## src/source/feature_pkg.sv

```systemverilog
`default_nettype none

package feature_pkg;

    ////////////////////////////////////////
    // widths
    ////////////////////////////////////////
    localparam int FEATURE_WIDTH = 8;
    localparam int TN            = 2;   // parallel input channels
    localparam int KERNEL_SIZE   = 3;
    localparam int ADDR_WIDTH    = 8;
    localparam int MEM_DEPTH     = 1 << ADDR_WIDTH;
    localparam int WINDOW_TAPS   = KERNEL_SIZE * KERNEL_SIZE;

    ////////////////////////////////////////
    // data types
    ////////////////////////////////////////
    typedef logic [FEATURE_WIDTH-1:0] feature_t;
    typedef feature_t [TN-1:0]        pixel_t;      // one memory word
    typedef pixel_t [WINDOW_TAPS-1:0] window_t;     // tap = row*3 + col, row 0 oldest
    typedef logic [ADDR_WIDTH-1:0]    addr_t;

    typedef enum logic {
        KERNEL_1X1,
        KERNEL_3X3
    } kernel_mode_e;

    typedef enum logic [1:0] {
        RD_IDLE,
        RD_SCAN,
        RD_FLUSH
    } read_state_e;

endpackage

`default_nettype wire

```

## src/source/pixel_stream_if.sv

```systemverilog
`timescale 1ns/10ps
`default_nettype none

interface pixel_stream_if
    import feature_pkg::*;
();

    logic   rd_en;
    addr_t  rd_addr;
    logic   valid;      // pixel below is good this cycle
    pixel_t pixel;
    logic   col_last;   // aligned with valid
    logic   map_last;

    modport mem_side       (input rd_en, rd_addr, output valid, pixel);
    modport sequencer_side (output rd_en, rd_addr, col_last, map_last);
    modport builder_side   (input valid, pixel, col_last, map_last);

endinterface

`default_nettype wire

```

## src/source/feature_mem.sv

```systemverilog
`timescale 1ns/10ps
`default_nettype none

module feature_mem
    import feature_pkg::*;
(
    input  wire              clk,
    input  wire              rst_n,
    input  wire              wb_cyc,
    input  wire              wb_stb,
    input  wire              wb_we,
    input  wire addr_t       wb_adr,
    input  wire pixel_t      wb_dat_w,
    output pixel_t           wb_dat_r,
    output logic             wb_ack,
    pixel_stream_if.mem_side stream
);

    pixel_t mem [MEM_DEPTH];
    logic   wb_req;

    // new request, not yet acked
    assign wb_req = wb_cyc && wb_stb && !wb_ack;

    always_ff @(posedge clk or negedge rst_n)
    begin
        if (!rst_n)
        begin
            wb_ack       <= 1'b0;
            stream.valid <= 1'b0;
        end
        else
        begin
            wb_ack       <= wb_req;
            stream.valid <= stream.rd_en;
        end
    end

    ////////////////////////////////////////
    // port a, wishbone
    ////////////////////////////////////////
    always_ff @(posedge clk)
    begin
        if (wb_req)
        begin
            if (wb_we)
                mem[wb_adr] <= wb_dat_w;
            wb_dat_r <= mem[wb_adr];    // returned with ack
        end
    end

    ////////////////////////////////////////
    // port b, scan stream
    ////////////////////////////////////////
    always_ff @(posedge clk)
    begin
        if (stream.rd_en)
            stream.pixel <= mem[stream.rd_addr];
    end

endmodule

`default_nettype wire

```

## src/flat_wrapper.sv

```systemverilog
// flat-port wrapper written by rule: the top's interface ports become plain ports
module feature_mem_flat import feature_pkg::*;
  (clk, rst_n, wb_cyc, wb_stb, wb_we, wb_adr, wb_dat_w, wb_dat_r, wb_ack, stream_rd_en, stream_rd_addr, stream_valid, stream_pixel);
  pixel_stream_if stream_i ();
  input  wire clk;
  input  wire rst_n;
  input  wire wb_cyc;
  input  wire wb_stb;
  input  wire wb_we;
  input  wire addr_t wb_adr;
  input  wire pixel_t wb_dat_w;
  output pixel_t wb_dat_r;
  output logic wb_ack;
  input wire logic [$bits(stream_i.rd_en)-1:0] stream_rd_en;
  input wire logic [$bits(stream_i.rd_addr)-1:0] stream_rd_addr;
  output wire logic [$bits(stream_i.valid)-1:0] stream_valid;
  output wire logic [$bits(stream_i.pixel)-1:0] stream_pixel;
  assign stream_i.rd_en = stream_rd_en;
  assign stream_i.rd_addr = stream_rd_addr;
  assign stream_valid = stream_i.valid;
  assign stream_pixel = stream_i.pixel;
  feature_mem u_core (.clk(clk), .rst_n(rst_n), .wb_cyc(wb_cyc), .wb_stb(wb_stb), .wb_we(wb_we), .wb_adr(wb_adr), .wb_dat_w(wb_dat_w), .wb_dat_r(wb_dat_r), .wb_ack(wb_ack), .stream(stream_i));
endmodule
```

## config.mk

```make
export PLATFORM = sky130hd
export DESIGN_NAME = feature_mem_flat
export DESIGN_NICKNAME = d
export VERILOG_FILES = /design/src/source/feature_pkg.sv /design/src/source/pixel_stream_if.sv /design/src/source/feature_mem.sv /design/src/flat_wrapper.sv
export SDC_FILE = /design/constraint.sdc
export NUM_CORES = 2
export LEC_CHECK = 0
export BUFFER_PORTS_ARGS = -buffer_cell sky130_fd_sc_hd__buf_2
export CAP_MARGIN = 40
export CELL_PAD_IN_SITES_DETAIL_PLACEMENT = 1
export CELL_PAD_IN_SITES_GLOBAL_PLACEMENT = 2
export CORE_MARGIN = 1.5
export CORE_UTILIZATION = 45
export DETAILED_ROUTE_END_ITERATION = 16
export PLACE_DENSITY_LB_ADDON = 0.1
export SKIP_CTS_REPAIR_TIMING = 1
export SYNTH_ARGS = -nofsm -noshare
export SYNTH_HDL_FRONTEND = slang
export SYNTH_SLANG_ARGS = --single-unit
```

## constraint.sdc

```tcl
create_clock -name clk -period 4.2 [get_ports clk]
set_input_delay 0.21 -clock clk [delete_from_list [all_inputs] [get_ports clk]]
set_output_delay 0.21 -clock clk [all_outputs]
set_load 0.02 [all_outputs]
```

== Word-level counts from Yosys, hierarchy flattened ==
Memory sizes are Yosys's and may differ from the RTL's. A register that Yosys moved wholly into a read port is not among the register bits.
Index checks and enable logic that the tools add are counted.
Operators by class
  multiplexer cells: 3
  reduce and logical (&&, ||, !) cells: 3
Operators by type and width (count)
  1-bit two-way mux: 3
  1-bit logical AND: 2
  1-bit zero test: 1
Word-level totals
  memories kept: 1
  bits in registers: 2
  output and inout port bits: 34
  bits in writable memories: 4096
  input port bits: 38
Memories
  u_core.mem: depth 256, bits a word 16, read ports 2, clocked after memory_dff 2, wr ports 1, RTL line feature_mem.sv:19  | pixel_t mem [MEM_DEPTH];

== Depth between registers and ports, before layout ==
  depth after elaboration: 4
  mapped depth: 12
  mapped depth without buffers: 6

== Least setup slack after synthesis ==
Ideal clock, no wire load.
  kind: register -> register
  start point: register u_core.wb_ack
  end point: memory u_core.mem[114][0] (netlist bit) (enable)
  data required time: 3.812 ns
  arrival: 2.970 ns
  period minus slack after synthesis: 3.359 ns
  library setup time: 0.388 ns
  slack: 0.841 ns
  cell stages (with the launch flop): 7
  buffers on the path: 1
  path through: dfrtp_1 nor2_1 nand2_1 nor3b_1 nand2_1 clkbuf_1 nor2_1
Between the ends
  cells in the longest elaborated chain, start to end: 4
RTL lines
  from (decl): RTL line feature_mem.sv:15  | output logic wb_ack,
  from (signal assigned): RTL line feature_mem.sv:34  | wb_ack <= wb_req;
  1-bit zero test: RTL line feature_mem.sv:23  | assign wb_req = wb_cyc && wb_stb && !wb_ack;
  1-bit logical AND: RTL line feature_mem.sv:23
  net u_core.wb_req: RTL line feature_mem.sv:20  | logic wb_req;
  1-bit two-way mux: RTL line feature_mem.sv:44  | if (wb_req)
  1-bit two-way mux (not written as such): RTL line feature_mem.sv:47  | mem[wb_adr] <= wb_dat_w;
  to (decl): RTL line feature_mem.sv:19
The timed path passes the listed nets, and every way through them passes these cells.

== Worst setup path after layout ==
  start point: input port wb_cyc
  end point: memory u_core.mem[25][14] (netlist bit) (enable)
Between the ends
  cells in the longest elaborated chain, start to end: 4
RTL lines
  from (decl): RTL line flat_wrapper.sv:7  | input wire wb_cyc;
  1-bit logical AND (2 in series): RTL line feature_mem.sv:23
  net u_core.wb_req: RTL line feature_mem.sv:20
  1-bit two-way mux: RTL line feature_mem.sv:44
  1-bit two-way mux (not written as such): RTL line feature_mem.sv:47
The timed path passes the listed nets, and every way through them passes these cells.

==> flow_metrics.tcl <==
set metrics [dict create \
    synth-async-reset-ratio_pct 0.0484 \
    cp_max_fo 16 \
    finalCritPeriodShare_pct 79.9 \
    setup_violations 0 \
    startpoint "wb_cyc" \
    fin_crit_ps 3350 \
    drtAntennaViolNets 0 \
    fin_hold_ws_ps 2.89 \
    cp-start-kind "input pin" \
    clock.fmax_ghz 0.298 \
    die_width_um 654 \
    clk_pin_slew_ps 60 \
    ir_drop_mv 0.451 \
    ys_warn_count 0 \
    synthCells 9392 \
    drtPass1Iterations 6 \
    cts_buffer_depth 4 \
    p_per_area_nw_per_um2 419 \
    setup_tns_ps 0 \
    avgSynthCellArea_sq_um 20.3 \
    finish.cell_count_without_fillers 16400 \
    start_util_pct 45.3 \
    rsz0062_at_grt "no" \
    vias_per_cell 7.11 \
    maxSlewViolCount 0 \
    timing.rr.start "u_core.wb_ack$_DFF_PN0_" \
    fin_skew_ps 85.3 \
    drive_gt1_share_pct 38.9 \
    critPathKind "in2reg" \
    hold_viol_final 0 \
    drc_errors 0 \
    grt.overflow.total 0 \
    relSlewSlack_pct 11.7 \
    dp_hpwl_um 527000 \
    seqCellArea_sq_um 124000 \
    htreeDepth 5 \
    status "finished clean" \
    ys_seq_area_share_pct 65.0 \
    fp.dieH_um 654 \
    ys_seq_elements 4130 \
    rr_worst_depth 8 \
    maxCapViolations 0 \
    worst_pin_slew_ps 1320 \
    hp-class "in2reg" \
    p_total_uw 92600 \
    ys_types 62 \
    fillers 37000 \
    numCtsBuffers 452 \
    vias 117000 \
    cts_root_buf "clkbuf_16" \
    syn_nets 9430 \
    core.rowCount 238 \
    ios 72 \
    cts_tree "yes" \
    p_leak_uw 0.0706 \
    cts.sinks 4130 \
    whs_path_depth 2 \
    first_iter_violations 19000 \
    grt_pass1_wl_um 1040000 \
    core-area_sq_um 421000 \
    drt-total-wl_um 778000 \
    synth_edf_count 4128 \
    clk_latency_ps 1050 \
    place_inst 15500 \
    critPathRequiredTime_ps 4860 \
    drt-wirelength-per-cell_um 47.4 \
    port_buffers 71 \
    multi_input_area_sq_um 63700 \
    grt_max_degree 121 \
    track_usage_pct 36.2 \
    die-area_sq_um 428000 \
    area_growth_pct 15.9 \
    end_kind "register" \
    num-nets-final 10400 \
    globalplace.congestion 0.989 \
    antenna_found_initial 82 \
    synth_ff_type "edfxtp_1" \
    crit_arrival_ps 4010 \
    grt_pass1_vias 116000 \
    syn_area_sq_um 191000 \
    min_from "stream_rd_en" \
]
[layer usage]
metal,GRT usage (%),vias to the layer above,part of all wire [%]
li1,-,43400,-
met1,48.1,64000,37
met2,54.5,7789,45
met3,8.75,1507,11
met4,21.3,52,7.1
met5,0.0340,-,0.049
[layout by cell type, fill, tap and decap left out, types with 19 or more instances in the layout]
master and instances:
and2_1 27, a211oi_1 24, clkbuf_1 116, dlygate4sd3_1 21
nand2_1 95, mux4_2 1967, a221oi_1 45, a22oi_1 220
mux2_2 26, nand2b_1 62, nor3_1 50, a21oi_1 195
bufinv_16 27, o22ai_1 220, nand3_1 21, buf_12 185
o32ai_1 31, o21ai_0 49, clkbuf_16 456, o221ai_1 198
nand4_1 26, edfxtp_1 4128, nor2_2 255, mux2i_1 686
clkinv_1 120, diode_2 38, buf_2 54, buf_4 1012
nor2_1 19, clkinv_2 74, nor4_1 54
[synthesized netlist by cell type, drive strengths merged, types with 8 or more instances]
| cell type | count | area share [%] |
|---|---|---|
| o221ai | 198 | 0.91 |
| nand3 | 21 | 0.055 |
| and2 | 29 | 0.095 |
| buf | 438 | 1.4 |
| clkbuf | 333 | 0.66 |
| a22oi | 220 | 0.87 |
| mux2 | 26 | 0.15 |
| mux2i | 686 | 3.6 |
| o21ai | 53 | 0.14 |
| o22ai | 220 | 0.72 |
| a21oi | 195 | 0.51 |
| nor3 | 50 | 0.13 |
| a221oi | 46 | 0.21 |
| a211oi | 24 | 0.094 |
| nor2 | 278 | 0.55 |
| nand2 | 114 | 0.22 |
| nand4 | 26 | 0.085 |
| and3 | 10 | 0.033 |
| a22o | 18 | 0.083 |
| nand2b | 64 | 0.21 |
| nor4 | 63 | 0.21 |
| a2111oi | 12 | 0.055 |
| nor4bb | 8 | 0.042 |
| nor2b | 15 | 0.049 |
| mux4 | 1967 | 23 |
| o311a | 10 | 0.052 |
| edfxtp | 4128 | 65 |
| o32ai | 31 | 0.14 |
[path summary, 6_finish.rpt]
path | endpoint | slack [ps]
setup / recovery | u_core.mem[25][14]$_DFFE_PP_ | 850
hold / removal | u_core.stream.pixel[4]$_DFFE_PP_ | 3
setup reg to reg | u_core.mem[25][14]$_DFFE_PP_ | 850
hold reg to reg | u_core.wb_ack$_DFF_PN0_ | 570
max in group asynchronous | u_core.stream.valid$_DFF_PN0_ | 4030
min in group asynchronous | u_core.wb_ack$_DFF_PN0_ | 40
[critical path: stages]
cell and delay, ps:
dlygate4sd3_1 530, buf_2 100, nand2_1 40, dlygate4sd3_1 590
nor2_4 400, nand2_1 180, nor3b_1 250, buf_4 230
nand2_2 420, buf_4 470, nor2_2 150, buf_4 370
[cell type report]
type / count / area share, %
Clock buffer: 572 / 5.36
Tap cell: 5640 / 3.19
Antenna cell: 38 / 0.0430
Sequential cell: 4130 / 56.1
Clock inverter: 255 / 0.914
Timing Repair Buffer: 1302 / 5.53
Multi-Input combinational cell: 4484 / 28.8
Inverter: 7 / 0.0176
[flip-flops by register name, indices dropped and copies added (netlist names)]
signal / flops
u_core.wb_dat_r: 16
u_core.stream.valid: 1
u_core.mem: 4096
u_core.wb_ack: 1
u_core.stream.pixel: 16
[power breakdown]
part / switching, uW / internal [uW]
clock: 17000 / 21500
combinational: 5520 / 3160
sequential: 104 / 45400
total: 22600 / 70000
[cells by family (layout without fill, tap and decap cells)]
group                  after synthesis  in the layout  share of synthesized area, %
and+or+nand+nor                    727            727                          1.89
DFF                               4130           4130                          65.0
AOI/OAI and AO/OA                 1078           1078                          4.01
muxes                             2679           2679                          27.0
buffers and inverters              778           2136                          2.08
other                                0             38                             0
[stage by stage]
step | setup slack, ps | utilization [%] | instance area (sq um)
after floorplan | 841 | - | 191000
after global placement | -389 | 49.0 | 206000
after detailed placement | -46.0 | 49.1 | 207000
after CTS | 967 | 52.4 | 221000
after global routing | 944 | 52.5 | 221000
final | 845 | 52.5 | 221000
Power figures use the tool's default switching activity.
