--- src/source/feature_pkg.sv ---
`default_nettype none

package feature_pkg;

    ////////////////////////////////////////
    // widths
    ////////////////////////////////////////
    localparam int FEATURE_WIDTH = 8;
    localparam int TN            = 2;   // parallel input channels
    localparam int KERNEL_SIZE   = 3;
    localparam int ADDR_WIDTH    = 8;
    localparam int MEM_DEPTH     = 1 << ADDR_WIDTH;
    localparam int WINDOW_TAPS   = KERNEL_SIZE * KERNEL_SIZE;

    ////////////////////////////////////////
    // data types
    ////////////////////////////////////////
    typedef logic [FEATURE_WIDTH-1:0] feature_t;
    typedef feature_t [TN-1:0]        pixel_t;      // one memory word
    typedef pixel_t [WINDOW_TAPS-1:0] window_t;     // tap = row*3 + col, row 0 oldest
    typedef logic [ADDR_WIDTH-1:0]    addr_t;

    typedef enum logic {
        KERNEL_1X1,
        KERNEL_3X3
    } kernel_mode_e;

    typedef enum logic [1:0] {
        RD_IDLE,
        RD_SCAN,
        RD_FLUSH
    } read_state_e;

endpackage

`default_nettype wire

--- src/source/pixel_stream_if.sv ---
`timescale 1ns/10ps
`default_nettype none

interface pixel_stream_if
    import feature_pkg::*;
();

    logic   rd_en;
    addr_t  rd_addr;
    logic   valid;      // pixel below is good this cycle
    pixel_t pixel;
    logic   col_last;   // aligned with valid
    logic   map_last;

    modport mem_side       (input rd_en, rd_addr, output valid, pixel);
    modport sequencer_side (output rd_en, rd_addr, col_last, map_last);
    modport builder_side   (input valid, pixel, col_last, map_last);

endinterface

`default_nettype wire

--- src/source/line_buffer.sv ---
`timescale 1ns/10ps
`default_nettype none

module line_buffer
    import feature_pkg::*;
#(
    parameter int LINE_LENGTH = 8
)(
    input  wire         clk,
    input  wire         rst_n,
    input  wire         shift,
    input  wire pixel_t data_in,
    output pixel_t      data_out
);

    localparam int PTR_W = $clog2(LINE_LENGTH);

    pixel_t           line_mem [LINE_LENGTH];
    logic [PTR_W-1:0] wr_ptr;

    // slot about to be overwritten holds the oldest pixel
    assign data_out = line_mem[wr_ptr];

    always_ff @(posedge clk or negedge rst_n)
    begin
        if (!rst_n)
            wr_ptr <= '0;
        else if (shift)
        begin
            if (wr_ptr == PTR_W'(LINE_LENGTH - 1))
                wr_ptr <= '0;
            else
                wr_ptr <= wr_ptr + 1'b1;
        end
    end

    always_ff @(posedge clk)
    begin
        if (shift)
            line_mem[wr_ptr] <= data_in;
    end

endmodule

`default_nettype wire

--- src/source/window_builder.sv ---
`timescale 1ns/10ps
`default_nettype none

module window_builder
    import feature_pkg::*;
#(
    parameter int FMAP_WIDTH = 8
)(
    input  wire                  clk,
    input  wire                  rst_n,
    input  wire kernel_mode_e    mode,
    pixel_stream_if.builder_side stream,
    output logic                 window_valid,
    output window_t              window_data
);

    localparam int COL_W = $clog2(FMAP_WIDTH);

    pixel_t                   row1_pix;     // one row back
    pixel_t                   row0_pix;     // two rows back
    pixel_t [KERNEL_SIZE-1:0] row_pix;
    window_t                  win_q;
    window_t                  win_next;
    logic [COL_W-1:0]         col;
    logic [1:0]               row;          // saturates at 2
    logic                     complete;

    line_buffer #(.LINE_LENGTH(FMAP_WIDTH)) u_line0 (
        .clk      (clk),
        .rst_n    (rst_n),
        .shift    (stream.valid),
        .data_in  (stream.pixel),
        .data_out (row1_pix)
    );

    line_buffer #(.LINE_LENGTH(FMAP_WIDTH)) u_line1 (
        .clk      (clk),
        .rst_n    (rst_n),
        .shift    (stream.valid),
        .data_in  (row1_pix),
        .data_out (row0_pix)
    );

    assign row_pix  = {stream.pixel, row1_pix, row0_pix};
    assign complete = (row == 2'd2) && (col >= COL_W'(KERNEL_SIZE - 1));

    ////////////////////////////////////////
    // 3x3 shift array
    ////////////////////////////////////////
    always_comb
    begin
        for (int r = 0; r < KERNEL_SIZE; r++)
        begin
            for (int c = 0; c < KERNEL_SIZE - 1; c++)
                win_next[r*KERNEL_SIZE + c] = win_q[r*KERNEL_SIZE + c + 1];
            win_next[r*KERNEL_SIZE + KERNEL_SIZE - 1] = row_pix[r];   // newest column
        end
    end

    always_ff @(posedge clk)
    begin
        if (stream.valid)
        begin
            win_q <= win_next;
            if (mode == KERNEL_1X1)
                window_data <= {{(WINDOW_TAPS-1)*$bits(pixel_t){1'b0}}, stream.pixel};
            else
                window_data <= win_next;
        end
    end

    // position of the incoming pixel
    always_ff @(posedge clk or negedge rst_n)
    begin
        if (!rst_n)
        begin
            col <= '0;
            row <= '0;
        end
        else if (stream.valid)
        begin
            if (stream.map_last)
            begin
                col <= '0;
                row <= '0;
            end
            else if (stream.col_last)
            begin
                col <= '0;
                if (row != 2'd2)
                    row <= row + 2'd1;
            end
            else
                col <= col + 1'b1;
        end
    end

    always_ff @(posedge clk or negedge rst_n)
    begin
        if (!rst_n)
            window_valid <= 1'b0;
        else
            window_valid <= stream.valid && ((mode == KERNEL_1X1) || complete);
    end

endmodule

`default_nettype wire

--- src/flat_wrapper.sv ---
// flat-port wrapper written by rule: the top's interface ports become plain ports
module window_builder_flat import feature_pkg::*;
#(
    parameter int FMAP_WIDTH = 8
)
  (clk, rst_n, mode, window_valid, window_data, stream_valid, stream_pixel, stream_col_last, stream_map_last);
  pixel_stream_if stream_i ();
  input  wire clk;
  input  wire rst_n;
  input  wire kernel_mode_e mode;
  output logic window_valid;
  output window_t window_data;
  input wire logic [$bits(stream_i.valid)-1:0] stream_valid;
  input wire logic [$bits(stream_i.pixel)-1:0] stream_pixel;
  input wire logic [$bits(stream_i.col_last)-1:0] stream_col_last;
  input wire logic [$bits(stream_i.map_last)-1:0] stream_map_last;
  assign stream_i.valid = stream_valid;
  assign stream_i.pixel = stream_pixel;
  assign stream_i.col_last = stream_col_last;
  assign stream_i.map_last = stream_map_last;
  window_builder #(.FMAP_WIDTH(FMAP_WIDTH)) u_core (.clk(clk), .rst_n(rst_n), .mode(mode), .stream(stream_i), .window_valid(window_valid), .window_data(window_data));
endmodule
--- config.mk ---
export PLATFORM = sky130hd
export DESIGN_NAME = window_builder_flat
export DESIGN_NICKNAME = d
export VERILOG_FILES = /design/src/source/feature_pkg.sv /design/src/source/pixel_stream_if.sv /design/src/source/line_buffer.sv /design/src/source/window_builder.sv /design/src/flat_wrapper.sv
export SDC_FILE = /design/constraint.sdc
export NUM_CORES = 1
export LEC_CHECK = 0
export BUFFER_PORTS_ARGS = -buffer_cell sky130_fd_sc_hd__clkbuf_2
export CORE_MARGIN = 2
export CORE_UTILIZATION = 50
export DETAILED_ROUTE_END_ITERATION = 16
export MAX_ROUTING_LAYER = met4
export PLACE_DENSITY = 0.72
export SLEW_MARGIN = 10
export SYNTH_ARGS = -nofsm -noshare
export SYNTH_HDL_FRONTEND = slang
export SYNTH_SLANG_ARGS = --single-unit
--- constraint.sdc ---
create_clock -name clk -period 6.55 [get_ports clk]
set_input_delay 1.6375 -clock clk [delete_from_list [all_inputs] [get_ports clk]]
set_output_delay 1.6375 -clock clk [all_outputs]
set_load 0.02 [all_outputs]
Word-level counts from Yosys, hierarchy flattened
Memories as Yosys holds them, arrays and structs flattened.
Cells that the tools add are included.
Widths: inputs -> output; s select.
{"block": "totals", "mem_bits_ro": 0, "elab_cells": 63, "output_inout_bits": 145, "latchBits": 0, "ff_bits": 252, "n_memories": 2, "ram_bits": 256}
{"block": "op_classes", "bitwise_logic": 1, "shift": 0, "order_cmp": 1, "div": 0, "add_sub_neg": 4, "multipliers": 0, "eq_ne": 4, "mux": 10, "reduce_logical": 6}
{"memory": "u_core.u_line0.line_mem", "words": 8, "word_bits": 16, "rd": 1, "rd_clocked_by_memory_dff": 0, "write_ports": 1, "line_no": "line_buffer.sv:18", "source": "pixel_t line_mem [LINE_LENGTH];"}
{"memory": "u_core.u_line1.line_mem", "words": 8, "word_bits": 16, "rd": 1, "rd_clocked_by_memory_dff": 0, "write_ports": 1, "line_no": "line_buffer.sv:18"}
{"op": "$mux 16", "n": 1}
{"op": "$mux 3", "n": 4}
{"op": "$add 3x1->3 const B", "n": 3}
{"op": "$eq 3x3->1 const B", "n": 2}
{"op": "$mux 2", "n": 3}
{"op": "$reduce_bool 2->1", "n": 2}
{"op": "$ge 3x2->1 const B", "n": 1}
{"op": "$reduce_and 3->1", "n": 1}
{"op": "$add 2x1->2 const B", "n": 1}
{"op": "$eq 2x2->1 const B", "n": 1}
{"op": "$logic_and 1x1->1", "n": 2}
{"op": "$mux 1", "n": 2}
{"op": "$ne 2x2->1 const B", "n": 1}
{"op": "$logic_or 1x1->1", "n": 1}
{"op": "$not 1->1", "n": 1}

Longest topological paths before layout
Gate-level depths: netlist of run 1.
{"block": "depth", "depth_word": 4, "mapped_depth": 7, "depth_no_buf": 6}

Modules after synthesis
Synthesis of run 1 repeated with hierarchy kept, for this count alone.
{"block": "unflattened", "cells_unflattened": 1007, "hier_area_um2": 19047.0}
{"mod": "window_builder", "area_per_inst_um2": 8700.8, "cells_each": 431, "seq_area_each_um2": 7357.1, "n_inst": 1}
{"mod": "line_buffer (u_core.u_line0)", "area_per_inst_um2": 5180.0, "cells_each": 288, "seq_area_each_um2": 3918.8, "n_inst": 1}
{"mod": "line_buffer (u_core.u_line1)", "area_per_inst_um2": 5166.2, "cells_each": 288, "seq_area_each_um2": 3918.8, "n_inst": 1}

Worst setup path after synthesis of run 1
OpenSTA, ideal clock, no wires.
{"block": "synth_path", "kind": "input to register", "from": "in stream_valid", "to": "mem u_core.u_line0.line_mem[4][0] in the netlist's numbering (enable)", "arrival_ps": 3196, "path_buffers": 1, "setup_time_ps": 409, "path_stages": 3, "setup_slack_ps": 2945, "cell_sequence": "clkbuf_1 nand2_1 nor3_1"}
{"block": "synth_via", "elab_chain_cells": 2}
{"item": "from (decl)", "line_no": "flat_wrapper.sv:13", "source": "input wire logic [$bits(stream_i.valid)-1:0] stream_valid;"}
{"item": "$mux 1", "line_no": "line_buffer.sv:39", "source": "if (shift)"}
{"item": "$mux 1 (implied by the code)", "line_no": "line_buffer.sv:40", "source": "line_mem[wr_ptr] <= data_in;"}
{"item": "to (decl)", "line_no": "line_buffer.sv:18"}
Every way passes these cells.

Final worst setup path of run 1
{"block": "layout_path", "from": "in stream_valid", "to": "mem u_core.u_line1.line_mem[7][8] in the netlist's numbering (enable)"}
{"block": "layout_via", "elab_chain_cells": 2}
{"item": "$mux 1", "line_no": "line_buffer.sv:39"}
{"item": "$mux 1 (implied by the code)", "line_no": "line_buffer.sv:40"}
{"item": "to (decl)", "line_no": "line_buffer.sv:18"}
Every way passes these cells.

==> results.md, run 1 <==
* Number of synthesized flops with an enable pin at slightly below 500
* Layout cell share with drive strength beyond 1 at 0.258
* Syn Nets at between 1k and 1.5k
* Initial Utilization at 0.504
* Final #Nets at 1226
* Row cnt at 71
* Area contributors post-synth: edfxtp_1, mux2i_1, and2_1
* First-pass GRT wire length at roughly 58000 um
* Final Max Slew Viols at 0
* Period utilisation layout at 0.498
* Setup tns final at 0 ps
* Synth top area share at 0.790
* Placer Congestion at approximately 0.87
* Post-route ant nets at 0
* Total CTS buffers at 48
* Worst min-delay path class: reg -> reg
* R2r setup slk at 3370 ps
* Mapped Area at roughly 19000 sq um
* Synth top cells by count: edfxtp_1, and2_1, mux2i_1
* Seq/Total Area, Yosys at 0.806
* Grt ovf at 0
* H-tree levels at 2
* Status: complete, no violations
* Fin. Hold Viols at 0
* Reg2reg start: u_core.u_line1.wr_ptr[1]
* Initial antenna violation count at 1
* RSZ-0062 raised after global routing: false
* Port Buf Inserts at about 170
* Top_reg_cell synth: edfxtp_1
* Clk Tree Root Cell: clkbuf_16
* PwrDens at approximately 450 nW/um^2
* Vias at 9544
* Hold path startpoint: u_core.win_next[70]
* Synth cell types at 45
* Crit path DAT at 3520 ps
* DRC errors left at 0
* Layout area overhead at 16.0%
* Synthesized instance count at around 1k
* Crit start category: primary input
* Post-DP HPWL at 24500 um
* GRT Overall Usage at 0.207
* Min Tclk post-route at 3260 ps
* Ys async rst share at 0.0236
* Die W at 198 um
* Reg2Reg Depth at 5
* Die H at slightly below 200 um
* Largest net degree at the start of global routing at between 80 and 90
* Leak at 7.91 nW
* Hold Crit Depth at 0
* Hold Path End: u_core.win_next[54]
* R2R Path End: u_core.window_data[33]
* CTS tree: yes
* Vias in the first global route at 9211
* Core area at approximately 37000 sq um
* Pre-antenna DRT Iters at 5
* Synthesis Warnings at 0
* Max-slew headroom at 0.231
* Hold_ws at roughly 440 ps
* # IOs at 167
* Postcts setup bufs at 0
* Synth area leader: edfxtp_1
* Max-cap violations at 0
* Worst-path fanout max at 86
* Clock buffer depth at 3
* Vias/cell at approximately 5.5
* CTS-repair resized insts at 0
* Worst-Margin Slew at ~1200 ps
* Hold-fix buffers at CTS at 0
* Filler instances at around 2.7k
* Highest Clock Rate at between 300 and 400 MHz
* Register bit total from synthesis at about 510
* VDD IR max at just under 0.2 mV
* DR WL/cell at between 20 and 25 um
* Clock Skew at between 15 and 20 ps
* Worst skew pair latency at around 570 ps
* CP required at roughly 6800 ps
* Post-Syn Area per Cell at ~19 sq um
* Diode count at 0
* Full die area at slightly below 40000 sq um
* Most frequent cell after synthesis: edfxtp_1
* Worst setup path class: in -> reg
* Drt total wl at 39200 um
* Setup violators final at 0
* DRT iter0 DRCs at 850
* CP Capture Type: flop
* Worst-path clk slew at about 60 ps
* Clk sinks at about 510
==> metal layers <==
| layer | vias to the layer above | wire [um] | GRT usage |
|---|---|---|---|
| li1 | 4256 | - | - |
| met1 | 4825 | 16900 | 0.286 |
| met2 | 378 | 18400 | 0.314 |
| met3 | 85 | 2700 | 0.0382 |
| met4 | 0 | 1150 | 0.0713 |
| met5 | - | 0 | - |
==> logic make-up after synthesis <==
| family | synth area share |
|---|---|
| multiplexers | 0.0735 |
| buffers and inverters | 0.0167 |
| adder cells (fa/ha/maj) | 0.00398 |
| AND/OR/NAND/NOR | 0.0636 |
| flip-flops | 0.806 |
| AO/OA/AOI/OAI | 0.0364 |
==> critical path, stage by stage <==
cell	delay, ps
buf_8	470
buf_4	730
nand2_1	120
nor2_1	190
buf_4	280
==> cell usage in the layout (no fill, tap or decap), types with 6 or more instances in the layout <==
cell type	n
nand2_1	26
inv_1	10
mux2i_1	83
clkbuf_16	48
a21oi_1	11
nor2_1	21
clkbuf_2	164
dfrtp_1	10
mux2_2	26
nand3_1	12
clkinv_1	11
ha_1	6
o221ai_1	10
a211oi_1	6
edfxtp_1	496
clkinv_2	6
nand2b_1	6
and2_1	124
mux4_2	8
clkbuf_1	9
o22ai_1	8
o22a_1	13
o21ai_0	13
buf_4	29
==> report_power, final <==
| part | switching, W | internal, W |
|---|---|---|
| combinational | 0.00155 | 0.000755 |
| sequential | 0.000274 | 0.00451 |
| clock | 0.00115 | 0.00154 |
| total | 0.00297 | 0.00681 |
==> worst max-delay path by stage <==
stage,slack [ps],end,from,cells past startpoint
after floorplan,2950,u_core.u_line0.line_mem[4][0],stream_valid,3
after global placement,2740,u_core.u_line0.line_mem[7][6],stream_valid,3
after detailed placement,2670,u_core.u_line0.line_mem[5][8],stream_valid,3
after CTS,3280,u_core.u_line0.line_mem[5][7],stream_valid,3
after global routing,3160,u_core.u_line1.line_mem[2][10],stream_valid,3
final,3290,u_core.u_line1.line_mem[7][8],stream_valid,5
==> final cells by class <==
cell class              count  area [sq um]  share of cell area
clock buffers              57          1230              0.0565
clock inverters            28           293              0.0134
inverters                  11          41.3             0.00189
multi-input cells         435          3410               0.156
flip-flops and latches    508         15200               0.695
well taps                 511           639              0.0292
repair buffers            194          1050              0.0482
==> sequential cells by signal (all words and copies together), names as in the netlist <==
signal                   flops
u_core.win_next             96
u_core.u_line1.line_mem    128
u_core.window_data         144
u_core.u_line0.line_mem    128
u_core.row                   2
u_core.col                   3
u_core.u_line1.wr_ptr        3
u_core.u_line0.wr_ptr        3
u_core.window_valid          1
==> through the flow <==
stage               cells  utilization  total power, W  instance area (sq um)  worst slack [ps]
global route         1744        0.585          0.0102                  21900              3160
finish               1744        0.585         0.00979                  21900              3290
floorplan            1005            -         0.00612                  18900              2950
detailed placement   1659        0.543         0.00717                  20300              2670
global placement     1659        0.543         0.00710                  20300              2740
CTS                  1744        0.584         0.00986                  21800              3280
(Power assumes the default switching activity.)
==> run 2, diff against run 1 <==
--- a/config.mk
+++ b/config.mk
@@ -10,7 +10,7 @@
 export CORE_UTILIZATION = 50
 export DETAILED_ROUTE_END_ITERATION = 16
 export MAX_ROUTING_LAYER = met4
-export PLACE_DENSITY = 0.72
+export PLACE_DENSITY = 0.74
 export SLEW_MARGIN = 10
 export SYNTH_ARGS = -nofsm -noshare
 export SYNTH_HDL_FRONTEND = slang
==> constraint.sdc (replaced) <==
create_clock -name clk -period 2.7 [get_ports clk]
set_input_delay 0.675 -clock clk [delete_from_list [all_inputs] [get_ports clk]]
set_output_delay 0.675 -clock clk [all_outputs]
set_load 0.02 [all_outputs]
==> run 2 against run 1 <==
Largest power group unchanged. Highest routed layer unchanged. Largest cell class unchanged. Routed wire length up 2.5%. Setup slack worse by 2900 ps. Combinational power up 140%. Clock power up 140%. Final area up 1.7%. Final cell count up 2.6%.
==> results.md, run 2 (same netlist as run 1, synthesis figures left out) <==
* Status: complete, no violations
* R2R Path End: u_core.window_data[85]
* CP required at 3030 ps
* Largest net degree at the start of global routing at 107
* Final worst slack at a little over 400 ps
* Max-cap violations at 0
* Row cnt at 71
* Reg2reg start: u_core.u_line0.wr_ptr[0]
* Vias in the first global route at approximately 9.4k
* Diode count at 0
* H-tree levels at 2
* Critical Path Source: u_core.u_line0.wr_ptr[0]
* DRC errors left at 0
* Highest Clock Rate at ~440 MHz
* PwrDens at 1070 nW/um^2
* Total CTS buffers at 50
* Filler instances at roughly 2.7k
* Worst-path fanout max at 24
* Max-slew headroom at 0.275
* Final Max Slew Viols at 0
* Area of the multi-input gates at approximately 3400 sq um
* Initial Utilization at 0.504
* Vias/cell at between 5 and 6
* CTS-repair resized insts at 0
* CTS tree: yes
* Register Area at around 15000 sq um
* Port Buf Inserts at around 170
* Worst skew pair latency at 570 ps
* Fin. Hold Viols at 0
* Min Tclk post-route at between 2000 and 2500 ps
* Most common cell after layout, fill and taps aside: edfxtp_1
* Layout area overhead at 18.0%
* Power, Total at 0.0238 W
* Setup violators final at 0
* CP Capture Type: flop
* Placer Congestion at approximately 0.83
* Clock Skew at about 23 ps
* DR WL/cell at approximately 22 um
* Largest registers: u_core.window_data (144), u_core.u_line0.line_mem (128), u_core.u_line1.line_mem (128)
* Crit path DAT at between 2000 and 3000 ps
* DRT iter0 DRCs at about 800
* Die H at approximately 200 um
* Initial antenna violation count at 0
* Post-DP HPWL at 25800 um
* Worst-path clk slew at about 60 ps
* Clk sinks at just over 500
* Die W at between 150 and 200 um
* Worst Setup EP: u_core.window_data[85]
* Grt ovf at 0
* DP Worst Slack at around 410 ps
* Post-route ant nets at 0
* R2r setup slk at 400 ps
* Worst setup path class: reg -> reg
* Worst min-delay path class: in -> async
* Vias at ~10k
* Pre-antenna DRT Iters at 5
* Period utilisation layout at 0.851
* Final #Nets at around 1.3k
* GRT Overall Usage at 0.213
* Clock buffer depth at 3
* Setup tns final at 0 ps
* Most frequent cells in the layout: edfxtp_1, clkbuf_2, and2_1
* Full die area at just under 40000 sq um
* Drt total wl at 40200 um
* Postcts setup bufs at 0
* Layout cell share with drive strength beyond 1 at 0.280
* Leak at about 8.2 nW
* Crit start category: flop
* First-pass GRT wire length at about 60000 um
* RSZ-0062 raised after global routing: false
* Hold-fix buffers at CTS at 0
* # IOs at approximately 170
* Largest register FFs at about 140
* Biggest register: u_core.window_data
* Reg2Reg Depth at 5
* Worst-Margin Slew at approximately 1100 ps
* Core area at roughly 37000 sq um
* Clk Tree Root Cell: clkbuf_16
* VDD IR max at 0.539 mV
[run 2: critical path, cell delays in order, from the launching register on]
cell      delay [ps]
dfrtp_4          710
buf_12           260
mux2i_1          210
o22a_1           160
o221ai_1         370
and2_1           320
[run 2: final cells by class]
| class | instances | area share |
|---|---|---|
| flip-flops and latches | 508 | 0.683 |
| multi-input cells | 435 | 0.152 |
| repair buffers | 236 | 0.0654 |
| clock buffers | 61 | 0.0590 |
| well taps | 511 | 0.0287 |
| clock inverters | 28 | 0.0103 |
| inverters | 11 | 0.00186 |
[run 2: power by group]
group          internal, W  switching (W)
logic              0.00205        0.00343
clock network      0.00375        0.00282
registers           0.0110       0.000738
[run 2: per-layer routing]
| layer | global-route usage | up-vias | routed length, um |
|---|---|---|---|
| met2 | 0.322 | 411 | 18900 |
| li1 | - | 4359 | - |
| met3 | 0.0336 | 62 | 2870 |
| met4 | 0.0588 | 0 | 779 |
| met1 | 0.305 | 4896 | 17600 |
| met5 | - | - | 0 |
[run 2: per-stage QoR]
stage | util | hold WS [ps] | cell area, sq um | std cells
after CTS | 0.595 | 0.843 | 22300 | 1790
final | 0.595 | 12.2 | 22300 | 1790
after detailed placement | 0.554 | 427 | 20700 | 1701
after global placement | 0.554 | 420 | 20700 | 1701
after global routing | 0.595 | 15.1 | 22300 | 1790
after floorplan | - | 379 | 18900 | 1005
[run 2: worst min-delay path by stage]
stage	startpoint	endpoint	slack (ps)	cells past startpoint
2_1_floorplan	rst_n	u_core.col[0]	380	0
3_3_place_gp	u_core.win_next[126]	u_core.win_next[110]	420	0
3_5_place_dp	u_core.win_next[118]	u_core.win_next[102]	430	0
4_1_cts	rst_n	u_core.row[0]	0.8	1
5_1_grt	rst_n	u_core.row[0]	20	1
6_report	rst_n	u_core.row[0]	10	1
==> run 3, diff against run 2 <==
--- a/config.mk
+++ b/config.mk
@@ -8,10 +8,13 @@
 export BUFFER_PORTS_ARGS = -buffer_cell sky130_fd_sc_hd__clkbuf_2
 export CORE_MARGIN = 2
 export CORE_UTILIZATION = 50
+export CTS_BUF_LIST = sky130_fd_sc_hd__clkbuf_8
 export DETAILED_ROUTE_END_ITERATION = 16
 export MAX_ROUTING_LAYER = met4
 export PLACE_DENSITY = 0.74
 export SLEW_MARGIN = 10
 export SYNTH_ARGS = -nofsm -noshare
 export SYNTH_HDL_FRONTEND = slang
+export SYNTH_HIERARCHICAL = 1
 export SYNTH_SLANG_ARGS = --single-unit
+export TNS_END_PERCENT = 20
==> run 3 against run 2 <==
Die area is 1.0% higher. Setup slack worse by 25 ps. Routed wire length is 1.8% lower. Largest cell class unchanged. Largest power group unchanged. Highest routed layer unchanged.
==> results.md, run 3 <==
* Fin util at 0.589
* Worst setup path class: reg -> reg
* # IOs at roughly 170
* Worst skew pair latency at a little over 600 ps
* RSZ-0062 raised after global routing: false
* Layout cell share with drive strength beyond 1 at 0.288
* Worst min-delay path class: in -> reg
* H-tree levels at 3
* Clk sinks at 508
* Area contributors post-synth: edfxtp_1, and2_1, mux4_2
* GRT Overall Usage at 0.208
* Biggest register: u_core/window_data
* CP required at 3060 ps
* Max-slew headroom at 0.495
* Initial antenna violation count at 0
* Synthesis Warnings at 6
* Final #Nets at roughly 1.3k
* Pre-antenna DRT Iters at 5
* Setup tns final at 0 ps
* DR WL/cell at approximately 21 um
* Most frequent cells in the layout: edfxtp_1, clkbuf_2, and2_1
* Crit start category: flop
* Synthesized instance count at about 1.0k
* Filler instances at 2707
* Register bit total from synthesis at between 500 and 600
* Core area at about 38000 sq um
* Initial Utilization at 0.507
* Synth area leader: edfxtp_1
* Switching pwr at 0.00656 W
* Post-DP HPWL at about 25000 um
* Placed Cells incl. Taps at roughly 1.7k
* PwrDens at approximately 1000 nW/um^2
* VDD IR max at between 0.3 and 0.4 mV
* Die H at roughly 200 um
* Clock power share at 0.260
* Highest Clock Rate at 431 MHz
* Period utilisation layout at 0.860
* Synth top cells by count: edfxtp_1, and2_1, nand2_1
* Setup violators final at 0
* Die W at ~200 um
* Vias/cell at between 5 and 6
* Ys async rst share at 0.0236
* Post-Syn Area per Cell at 18.9 sq um
* Internal Power at approximately 0.016 W
* Post-route ant nets at 0
* Hold Crit Depth at 2
* Vias in the first global route at approximately 9.5k
* Vias at roughly 9.8k
* Number of synthesized flops with an enable pin at just under 500
* Fin. Hold Viols at 0
* Top_reg_cell synth: edfxtp_1
* Full die area at about 40000 sq um
* Clock Skew at roughly 45 ps
* Clock buffer depth at 3
* Max-cap violations at 0
* Worst-Margin Slew at about 760 ps
* Mapped Area at around 19000 sq um
* Grt ovf at 0
* Min Tclk post-route at around 2300 ps
* Worst-path clk slew at around 60 ps
* Port Buf Inserts at around 170
* Largest registers: u_core/window_data (144), u_core/u_line0/line_mem (128), u_core/u_line1/line_mem (128)
* Most frequent cell after synthesis: edfxtp_1
* Most common cell after layout, fill and taps aside: edfxtp_1
* First-pass GRT wire length at 58100 um
* Layout area overhead at 16.2%
* Seq/Total Area, Yosys at 0.798
* Leak at about 8.2 nW
* Total CTS buffers at 78
* DRT iter0 DRCs at roughly 840
* Worst-path fanout max at 16
* Crit path DAT at 2680 ps
* Synth top area share at 0.782
* Largest net degree at the start of global routing at 86
* DRC errors left at 0
* Final Non-Filler Cells at 1836
* Switching Fraction at 0.297
* Power share of the sequential group at 0.511
* Clk Tree Root Cell: clkbuf_8
* Syn Nets at between 1k and 1.5k
* CTS tree: yes
* Placer Congestion at 0.852
* Synth cell types at 47
* Status: complete, no violations
* Postcts setup bufs at 0
* Combinational power share at 0.229
* Row cnt at 71
* Final Max Slew Viols at 0
* Largest register FFs at between 100 and 150
* Reg2Reg Depth at 5
* Drt total wl at roughly 39000 um
* CP Capture Type: flop
## run 3: changes by cell type after synthesis, sizes merged, moves of 13 or more
cell / before / now
o211ai: 0 / 18
nand2: 26 / 44
clkbuf: 19 / 2
o32a: 0 / 17
mux2i: 83 / 38
o22a: 13 / 0
mux4: 8 / 23
inv: 11 / 27
buf: 32 / 47
a211o: 5 / 18
## run 3: stage by stage
stage / cell area, sq um / setup WS (ps) / hold WS (ps) / power, W
after global placement: 20700 / 498 / 422 / 0.0163
after CTS: 22100 / 379 / 247 / 0.0223
after floorplan: 19000 / 203 / 379 / 0.0144
final: 22100 / 377 / 279 / 0.0221
after detailed placement: 20700 / 417 / 427 / 0.0165
after global routing: 22100 / 252 / 283 / 0.0230
## run 3: worst paths after layout
path | startpoint | endpoint | slack (ps)
max in group asynchronous | rst_n | u_core/u_line1/wr_ptr[1] | 1860
max reg2reg | u_core/u_line0/wr_ptr[2] | u_core/window_data[95] | 380
max | u_core/u_line0/wr_ptr[2] | u_core/window_data[95] | 380
min in group asynchronous | rst_n | u_core/row[0] | 520
min | stream_map_last | u_core/row[1] | 280
min reg2reg | u_core/win_next[16] | u_core/win_next[0] | 440
## run 3: routing by layer
layer | GRT usage | vias up | wire length, um
li1 | - | 4419 | -
met1 | 0.284 | 4933 | 16800
met2 | 0.318 | 427 | 18800
met3 | 0.0424 | 70 | 3000
met4 | 0.0688 | 0 | 859
met5 | - | - | 0
## run 3: layout make-up
| class | instances | area [sq um] | area share |
|---|---|---|---|
| clock buffer | 82 | 1130 | 0.0510 |
| timing repair buffer | 233 | 1410 | 0.0637 |
| clock inverter | 51 | 268 | 0.0121 |
| antenna | 1 | 2.50 | 0.000113 |
| tap | 511 | 639 | 0.0289 |
| sequential | 508 | 15200 | 0.686 |
| multi-input combinational | 423 | 3390 | 0.153 |
| inverter | 27 | 101 | 0.00458 |
## run 3: worst max-delay path, cell delays in order (launching register included)
cell	delay, ps
dfrtp_1	750
buf_4	330
mux2i_1	210
o32ai_1	100
or3_1	450
and2_1	220
## run 3: power groups by stage
| stage | registers, W | logic, W | clock network (W) |
|---|---|---|---|
| 3_5_place_dp | 0.0114 | 0.00506 | 0 |
| 6_report | 0.0113 | 0.00506 | 0.00574 |
| 4_1_cts | 0.0113 | 0.00507 | 0.00590 |
| 2_1_floorplan | 0.0115 | 0.00289 | 0 |
| 5_1_grt | 0.0114 | 0.00544 | 0.00621 |
| 3_3_place_gp | 0.0114 | 0.00495 | 0 |
## run 3: what timing repair did
action,4_1_cts,5_1_grt
hold buffers,1,0
endpoints found under the hold margin,12,0
resized for setup,0,0
## run 3: cells by family after synthesis
family	count (synthesis)	share of synthesized area
fa+ha+maj	6	0.00394
mux	83	0.0635
compound gates	114	0.0447
simple gates	220	0.0649
flops	508	0.798
buf+inv	76	0.0252
